`src/common/core_pkg.sv`:
```
`default_nettype none

package core_pkg;

  // datapath and instruction widths
  localparam int XLEN       = 64;
  localparam int INST_LEN   = 32;
  localparam int REG_ADDR_W = 5;

  localparam logic [XLEN-1:0] RESET_PC = '0;

  typedef logic [XLEN-1:0]       xlen_t;
  typedef logic [REG_ADDR_W-1:0] reg_idx_t;

  // ALU_PASS_B feeds the immediate straight through for lui
  typedef enum logic [2:0] {
    ALU_ADD    = 3'd0,
    ALU_SUB    = 3'd1,
    ALU_AND    = 3'd2,
    ALU_OR     = 3'd3,
    ALU_XOR    = 3'd4,
    ALU_PASS_B = 3'd5
  } alu_op_e;

  // major opcodes
  localparam logic [6:0] OPC_OP     = 7'b0110011;
  localparam logic [6:0] OPC_OP_IMM = 7'b0010011;
  localparam logic [6:0] OPC_LUI    = 7'b0110111;
  localparam logic [6:0] OPC_BRANCH = 7'b1100011;

  // funct3 / funct7 codes
  localparam logic [2:0] F3_ADD_SUB = 3'b000;
  localparam logic [2:0] F3_XOR     = 3'b100;
  localparam logic [2:0] F3_OR      = 3'b110;
  localparam logic [2:0] F3_AND     = 3'b111;
  localparam logic [2:0] F3_BEQ     = 3'b000;
  localparam logic [2:0] F3_BNE     = 3'b001;
  localparam logic [6:0] F7_SUB     = 7'b0100000;

  // one instruction word, seen as R-type or I-type fields
  typedef union packed {
    struct packed {
      logic [6:0] funct7;
      reg_idx_t   rs2;
      reg_idx_t   rs1;
      logic [2:0] funct3;
      reg_idx_t   rd;
      logic [6:0] opcode;
    } r_view;
    struct packed {
      logic [11:0] imm12;
      reg_idx_t    rs1;
      logic [2:0]  funct3;
      reg_idx_t    rd;
      logic [6:0]  opcode;
    } i_view;
  } instr_u;

  typedef struct packed {
    logic   valid;
    xlen_t  pc;
    instr_u instr;
  } if_id_t;

  typedef struct packed {
    logic     valid;
    xlen_t    pc;
    instr_u   instr;
    reg_idx_t rs1_idx;
    reg_idx_t rs2_idx;
    reg_idx_t rd_idx;
    xlen_t    rs1_val;
    xlen_t    rs2_val;
    xlen_t    imm;
    alu_op_e  alu_op;
    logic     use_imm;
    logic     wb_en;
    logic     is_branch;
    logic     branch_ne;
  } id_ex_t;

  typedef struct packed {
    logic     valid;
    xlen_t    pc;
    instr_u   instr;
    reg_idx_t rd_idx;
    logic     wb_en;
    xlen_t    result;
  } ex_wb_t;

  typedef struct packed {
    logic  valid;
    xlen_t target;
  } redirect_t;

  // retired instruction record, difftest style
  typedef struct packed {
    logic     valid;
    xlen_t    pc;
    instr_u   instr;
    reg_idx_t rd_idx;
    logic     wb_en;
    xlen_t    data;
  } commit_t;

endpackage

`default_nettype wire
```
`src/decode/decode_stage.sv`:
```
`timescale 1ns/1ns
`default_nettype none

module decode_stage
  import core_pkg::*;
(
  input  logic      clk_i,
  input  logic      rst_n_i,
  input  if_id_t    if_id_i,
  input  redirect_t redirect_i,
  input  logic      rf_wr_en_i,
  input  reg_idx_t  rf_wr_idx_i,
  input  xlen_t     rf_wr_data_i,
  output id_ex_t    id_ex_o,
  output xlen_t     reg_a0_o
);

  instr_u  instr;
  xlen_t   rs1_val;
  xlen_t   rs2_val;
  xlen_t   imm_i_type;
  xlen_t   imm_b_type;
  xlen_t   imm_u_type;
  alu_op_e f3_alu_op;
  logic    f3_known;
  logic    known;
  id_ex_t  id_ex_d;
  id_ex_t  id_ex_q;

  assign instr = if_id_i.instr;

  // operands, bypassed from the write port inside
  reg_file u_reg_file (
    .clk_i     (clk_i),
    .rst_n_i   (rst_n_i),
    .rs1_idx_i (instr.r_view.rs1),
    .rs2_idx_i (instr.r_view.rs2),
    .rs1_val_o (rs1_val),
    .rs2_val_o (rs2_val),
    .wr_en_i   (rf_wr_en_i),
    .wr_idx_i  (rf_wr_idx_i),
    .wr_data_i (rf_wr_data_i),
    .a0_o      (reg_a0_o)
  );

  // immediates
  assign imm_i_type = {{(XLEN-12){instr.i_view.imm12[11]}}, instr.i_view.imm12};
  // B-type offset is scattered over funct7 and rd
  assign imm_b_type = {{(XLEN-13){instr.r_view.funct7[6]}}, instr.r_view.funct7[6],
                       instr.r_view.rd[0], instr.r_view.funct7[5:0],
                       instr.r_view.rd[4:1], 1'b0};
  assign imm_u_type = {{(XLEN-32){instr.i_view.imm12[11]}}, instr.i_view.imm12,
                       instr.i_view.rs1, instr.i_view.funct3, 12'b0};

  // funct3 map, shared by reg and imm forms
  always_comb begin
    f3_alu_op = ALU_ADD;
    f3_known  = 1'b1;
    case (instr.i_view.funct3)
      F3_ADD_SUB: f3_alu_op = ALU_ADD;
      F3_XOR:     f3_alu_op = ALU_XOR;
      F3_OR:      f3_alu_op = ALU_OR;
      F3_AND:     f3_alu_op = ALU_AND;
      default:    f3_known  = 1'b0;
    endcase
  end

  always_comb begin
    id_ex_d         = '0;
    known           = 1'b1;
    id_ex_d.pc      = if_id_i.pc;
    id_ex_d.instr   = instr;
    id_ex_d.rs1_idx = instr.r_view.rs1;
    id_ex_d.rs2_idx = instr.r_view.rs2;
    id_ex_d.rd_idx  = instr.r_view.rd;
    id_ex_d.rs1_val = rs1_val;
    id_ex_d.rs2_val = rs2_val;
    id_ex_d.imm     = imm_i_type;
    id_ex_d.alu_op  = f3_alu_op;
    case (instr.r_view.opcode)
      OPC_OP: begin
        id_ex_d.wb_en = 1'b1;
        known         = f3_known;
        if (instr.r_view.funct3 == F3_ADD_SUB && instr.r_view.funct7 == F7_SUB) begin
          id_ex_d.alu_op = ALU_SUB;
        end
      end
      OPC_OP_IMM: begin
        id_ex_d.wb_en   = 1'b1;
        id_ex_d.use_imm = 1'b1;
        known           = f3_known;
      end
      OPC_LUI: begin
        id_ex_d.wb_en   = 1'b1;
        id_ex_d.use_imm = 1'b1;
        id_ex_d.imm     = imm_u_type;
        id_ex_d.alu_op  = ALU_PASS_B;
      end
      OPC_BRANCH: begin
        id_ex_d.is_branch = 1'b1;
        id_ex_d.imm       = imm_b_type;
        id_ex_d.branch_ne = (instr.r_view.funct3 == F3_BNE);
        known = (instr.r_view.funct3 == F3_BEQ) || (instr.r_view.funct3 == F3_BNE);
      end
      default: known = 1'b0;
    endcase
    // unknown encodings leave as bubbles
    id_ex_d.wb_en = id_ex_d.wb_en & known;
    id_ex_d.valid = if_id_i.valid & known & ~redirect_i.valid;
  end

  // ID/EX register
  always_ff @(posedge clk_i or negedge rst_n_i) begin
    if (!rst_n_i) begin
      id_ex_q.valid <= 1'b0;
    end else begin
      id_ex_q <= id_ex_d;
    end
  end

  assign id_ex_o = id_ex_q;

endmodule

`default_nettype wire

```
`src/decode/reg_file.sv`:
```
`timescale 1ns/1ns
`default_nettype none

module reg_file
  import core_pkg::*;
(
  input  logic     clk_i,
  input  logic     rst_n_i,
  input  reg_idx_t rs1_idx_i,
  input  reg_idx_t rs2_idx_i,
  output xlen_t    rs1_val_o,
  output xlen_t    rs2_val_o,
  input  logic     wr_en_i,
  input  reg_idx_t wr_idx_i,
  input  xlen_t    wr_data_i,
  output xlen_t    a0_o
);

  xlen_t regs [2**REG_ADDR_W];

  // same-cycle write shows through to the reader
  function automatic xlen_t read_port(input reg_idx_t idx);
    xlen_t val;
    val = regs[idx];
    if (wr_en_i && wr_idx_i == idx && idx != '0) begin
      val = wr_data_i;
    end
    return val;
  endfunction

  // x0 is never written so stays at reset zero
  always_ff @(posedge clk_i or negedge rst_n_i) begin
    if (!rst_n_i) begin
      for (int i = 0; i < 2**REG_ADDR_W; i++) begin
        regs[i] <= '0;
      end
    end else if (wr_en_i && wr_idx_i != '0) begin
      regs[wr_idx_i] <= wr_data_i;
    end
  end

  assign rs1_val_o = read_port(rs1_idx_i);
  assign rs2_val_o = read_port(rs2_idx_i);
  // a0 tracks the instruction now on commit
  assign a0_o      = read_port(reg_idx_t'(10));

endmodule

`default_nettype wire

```
`config.mk`:
```
export PLATFORM = sky130hd
export DESIGN_NAME = decode_stage
export DESIGN_NICKNAME = d
export VERILOG_FILES = /design/src/common/core_pkg.sv /design/src/decode/decode_stage.sv /design/src/decode/reg_file.sv
export SDC_FILE = /design/constraint.sdc
export NUM_CORES = 2
export LEC_CHECK = 0
export BUFFER_PORTS_ARGS = -buffer_cell sky130_fd_sc_hd__buf_4
export CORE_MARGIN = 3
export CORE_UTILIZATION = 55
export CTS_CLUSTER_DIAMETER = 30
export DETAILED_ROUTE_END_ITERATION = 7
export PLACE_DENSITY = 0.77
export SLEW_MARGIN = 20
export SYNTH_ARGS = -nofsm -noshare
export SYNTH_HDL_FRONTEND = slang
export SYNTH_SLANG_ARGS = --single-unit
```
`constraint.sdc`:
```
create_clock -name clk_i -period 2.8 [get_ports clk_i]
set_input_delay 0.14 -clock clk_i [delete_from_list [all_inputs] [get_ports clk_i]]
set_output_delay 0.14 -clock clk_i [all_outputs]
set_load 0.02 [all_outputs]
```
======== Yosys cells after proc, flatten, opt, wreduce, memory -nomap -nowiden ========
Cells that the tools add are included.
word-level totals
  bits in registers ....................... 2327
operators by class
  magnitude comparators ................... 4
  equal/unequal tests ..................... 12
  multiplexer cells ....................... 21
  bitwise gates (word level) .............. 7
  reductions and logical operators ........ 17
operators with widths
  kind                                                        number
  bitwise mux 2048 bit                                        1
  binary-select mux 64 bit (select 5 bit)                     2
  two-way mux 64 bit                                          8
  demux 64 bit (select 5 bit)                                 1
  case mux 31 bit (2 select lines)                            1
  == test 7 x 6 -> 1 bit, second input constant               3
  >= comparator 6 bit, second input constant                  3
  NOT 5 -> 6 bit                                              3
  nonzero test 5 bit                                          3
  == test 5 bit                                               2
  == test 3 bit, second input constant                        3
  case mux 3 bit (3 select lines)                             1
  logical AND 1 bit                                           8
  == test 7 x 5 -> 1 bit, second input constant               1
  == test 7 bit, second input constant                        1
  less-than comparator 6 x 1 -> 1 bit, second input constant  1
  case mux 3 bit (2 select lines)                             1
  == test 5 x 4 -> 1 bit, second input constant               1
  OR reduction 2 bit                                          2
  OR reduction 4 bit                                          1
  AND 1 bit                                                   3
  == test 3 x 1 -> 1 bit, second input constant               1
  zero test 3 bit                                             1
  two-way mux 1 bit                                           3
  other kinds (6)                                             6

======== Longest topological paths before layout ========
  word-level depth ........................ 6
  gate-level depth with buffers ........... 9

======== By module ========
Synthesis repeated with hierarchy kept, for this count alone.
unflattened totals
  cell total of the unflattened synthesis .. 7530
  area total of the unflattened synthesis .. 118331.0 sq um
by module, submodules not included
  module        times used  cells each  area an instance (sq um)  seq. area each (sq um)
  reg_file      1           7154        109617.6                  51249.2
  decode_stage  1           376         8713.4                    7892.6

======== Worst setup path after synthesis ========
Ideal clock, no wire load.
  kind .................................... input to register
  start point ............................. input if_id_i[15] (netlist name)
  end point ............................... register id_ex_q (netlist bit id_ex_o[150]) (data pin)
  arrival time ............................ 1.983 ns
  required time ........................... 2.541 ns
  setup slack ............................. 0.558 ns
  stages .................................. 8
  cells stage by stage .................... clkbuf_1 > buf_2 > buf_2 > buf_2 > mux4_2 > a22oi_1 > a21oi_1 > o31a_1
RTL lines
  element               line                 RTL
  from (decl)           decode_stage.sv:9    input if_id_t if_id_i,
  to (signal assigned)  decode_stage.sv:117  id_ex_q <= id_ex_d;
  to (decl)             decode_stage.sv:28   id_ex_t id_ex_q;

==> impl_results.md <==
* Min-Delay Path Class: primary input to flop
* Syn_nets at a little over 8k
* Status: finished, final reports clean
* H-tree level count at 5
* Core area at around 0.21 mm2
* XOR/XNOR Fraction of Synth Area at 0.0006761
* Adder-cell area share of the yosys netlist at 0
* RR Endpoint: id_ex_o[107]$_DFFE_PP_
* WP buf/inv at 4
* Via count at about 87k
* Largest cells by area after synthesis: dfrtp_1, mux4_2, mux2_2
* Die Y at roughly 470 um
* Skew final at 0.08060 ns
* Dpl hpwl at around 240,000 um
* CP startpoint kind: primary input
* Main combinational cell family by area after synthesis: multiplexers
* Simple-gate share of the synthesized area at 0.02384
* Antenna Nets Post-Route at 0
* Setup crit end: id_ex_o[72]$_DFFE_PP_
* Minimum clock period at between 2 and 3 ns
* Die ar. at 0.2176 mm2
* CP endpoint kind: flop
* Post-synthesis compound-gate area fraction at 0.07208
* Routed WL at ~420,000 um
* Setup crit start: if_id_i[20]
* Reg2Reg Setup Slack at about 0.37 ns
* Fin crit share at 0.9381
* Synth area leader: dfrtp_1
* Final instance area at approximately 0.15 mm2
* Placed cells at around 11k
* Relative slew slack at 0.1517
* Static leakage at just over 0.06 uW
* Vias in the first global route at 90.13k
* Non-filler cells, final at roughly 12k
* WP data required at 3.47 ns
* Total I/O pin count at between 600 and 700
* Synthesis-to-layout area growth at 24.61%
* Post-synth top area share at 0.4398
* Largest net degree at the start of global routing at ~80
* Placer Congestion at about 0.90
* Register area share after synthesis at 0.5072
* Layout cells sized above 1 at 0.4921
* Routed len/inst at roughly 35 um
* Clk_lat worst skew at about 1.0 ns
* Largest stage delay on the critical path at 0.61 ns
* Critical-path cell list: dlygate4sd3_1, buf_8, buf_12, buf_12, mux4_2, mux4_2, a311oi_1, a221oi_1
* PortBufs at roughly 540
* Power per cell area at around 850 mW/mm2
* Chip Width at between 400 and 500 um
* Avg Synthesized Cell Area at between 10 and 15 um2
* # rows at around 170
* CP max-delay cell: a311oi_1
* Clk root buf: clkbuf_16
* Max_cap viols at 0
* Dpl cell area at about 0.13 mm2
* Syn Inst Count at 7,959
* First-pass GRT wire length at a little over 600,000 um
* First-iteration detailed-routing DRC count at around 12k
* Pre-Repair DR Iteration Count at 8
* RSZ-0062 raised after global routing: no
* CP Class: primary input to flop
* Slew of the pin with the lowest slew margin at between 1 and 1.5 ns
* TritonCTS Buffers at between 400 and 500
* Total track usage at 0.3798
* Starting density of the core at 0.5547
* Hold path depth at 3
* Reg-to-reg startpoint: u_reg_file.regs[1380]$_DFFE_PN0P_
* Synth Flop Type: dfrtp_1
* Achievable Freq at about 0.38 GHz
* Ys async rst share at 0.8866
* #FFs+latches synth at approximately 2.3k
* Via density at about 7.2
* Number of synthesized flops with an enable pin at 262
* Clock slew at reported path FFs at roughly 0.050 ns
* Initial antenna violation count at 33
* CTS tree: done
* Final Hold Viols at 0
* Final setup viols at 0
* Synth unique cells at between 50 and 60
* Total Power at roughly 120,000 uW
* Crit path max fanout at 18
* Reg2reg path depth at 4
* # DRC at 0
* Synthesized cell area at ~0.12 mm2
* Clock sink count at ~2.3k
* Nets at roughly 9k
* Multiplexer share of the synthesized area at 0.3570
* CP delay by family, top: buffers and inverters
* IR drop worst, VDD at between 800 and 900 uV
* CP arrival at roughly 3.3 ns
* Critical path depth at 8
* Postcts setup bufs at 0
* Number of fill cells at 13.12k
* Max-slew violations at 0
* Ys Warns at 0
* Congestion Overflow GR at 0
* Max Root-Sink Buffers at 4
-- flip-flops by register name, indices dropped and copies added (netlist names) --
register and cells:
id_ex_o 263, u_reg_file.regs 2048
-- routing by layer --
layer / track usage / wire length, um / part of all wire / up-vias
li1: - / - / - / 32600
met3: 0.1400 / 57570 / 0.14 / 2073
met5: 0 / 154 / 0.00037 / -
met4: 0.2538 / 31870 / 0.077 / 20
met1: 0.4626 / 137900 / 0.33 / 44500
met2: 0.5693 / 187700 / 0.45 / 7448
-- synthesized netlist by cell type (all sizes together) (62+ instances only) --
cell	count
a311oi	62
a22oi	137
a21oi	67
dfrtp	2049
edfxtp	262
mux2	1493
buf	351
nand2	469
clkbuf	625
inv	65
a221oi	125
a22o	75
o21ai	695
o22ai	101
mux4	1078
-- repair_timing --
action,4_1_cts,5_1_grt
hold endpoints to repair,3112,0
setup endpoints to repair,0,1
hold buffers,254,0
resized for setup,0,1
-- metrics by stage --
step | setup TNS, ns | utilization | hold slack, ns | worst slack (ns)
finish | 0 | 0.6912 | 0.03759 | 0.1732
global route | 0 | 0.6910 | 0.02810 | 0.1924
CTS | 0 | 0.6908 | 0.002704 | 0.3200
detailed placement | -0.1699 | 0.6009 | 0.1826 | -0.07952
global placement | -0.04746 | 0.6009 | 0.1686 | -0.01991
floorplan | 0 | - | -0.1556 | 0.5581
-- cell families (layout without fill, tap and decap cells) --
group | Yosys count | in the layout
muxes | 2624 | 2624
buffers and inverters | 1041 | 2227
and+or+nand+nor | 636 | 636
DFF | 2311 | 2311
other | 0 | 25
xor gates and xnor gates | 9 | 9
AOI/OAI and AO/OA | 1338 | 1338
-- where the power goes --
part | internal [uW] | switching (uW) | total [uW]
combinational | 11500 | 9050 | 20500
sequential | 40100 | 4890 | 45000
clock | 38200 | 19100 | 57300
total | 89900 | 33000 | 123000
-- layout by cell type, fill, tap and decap left out, drive strengths merged, types with 4 or more instances in the layout --
cell type	count
o22ai	101
nand3	38
a221oi	125
clkbuf	569
dlygate4sd3	253
bufinv	65
a311oi	62
nor2b	7
nor3	10
dfrtp	2049
or3b	5
nor2	28
o31ai	8
a21o	19
and3	6
mux2i	53
clkinv	120
a22o	75
o22a	4
a21oi	67
diode	25
inv	117
mux4	1078
o31a	31
nor3b	7
mux2	1493
or3	4
or4	25
buf	1049
nand2	469
nor4	5
nand3b	7
and2	13
a22oi	137
o21ai	695
clkinvlp	54
edfxtp	262
xnor2	7
a31oi	7
-- layout make-up --
type | instances | area [um2] | area share
sequential | 2311 | 59140 | 0.4071
multi-input combinational | 4607 | 53220 | 0.3663
timing repair buffer | 1303 | 12770 | 0.08787
clock buffer | 568 | 12690 | 0.08731
clock inverter | 291 | 3654 | 0.02515
tap | 2805 | 3510 | 0.02416
inverter | 65 | 246.5 | 0.001696
antenna | 25 | 62.56 | 0.0004306
-- worst min-delay path by stage --
stage,to,start,slack (ns)
after global routing,id_ex_o[18]$_DFFE_PP_,if_id_i[7],0.03
after global placement,u_reg_file.regs[1379]$_DFFE_PN0P_,rst_n_i,0.17
after detailed placement,u_reg_file.regs[1379]$_DFFE_PN0P_,rst_n_i,0.18
after CTS,id_ex_o[18]$_DFFE_PP_,if_id_i[7],0.003
final,id_ex_o[18]$_DFFE_PP_,if_id_i[7],0.04
after floorplan,id_ex_o[310]$_DFF_PN0_,rst_n_i,-0.16
-- worst min-delay path: stages --
cell and delay (ns):
dlygate4sd3_1 0.52, buf_4 0.11, mux2_2 0.13
(Power assumes the default switching activity.)
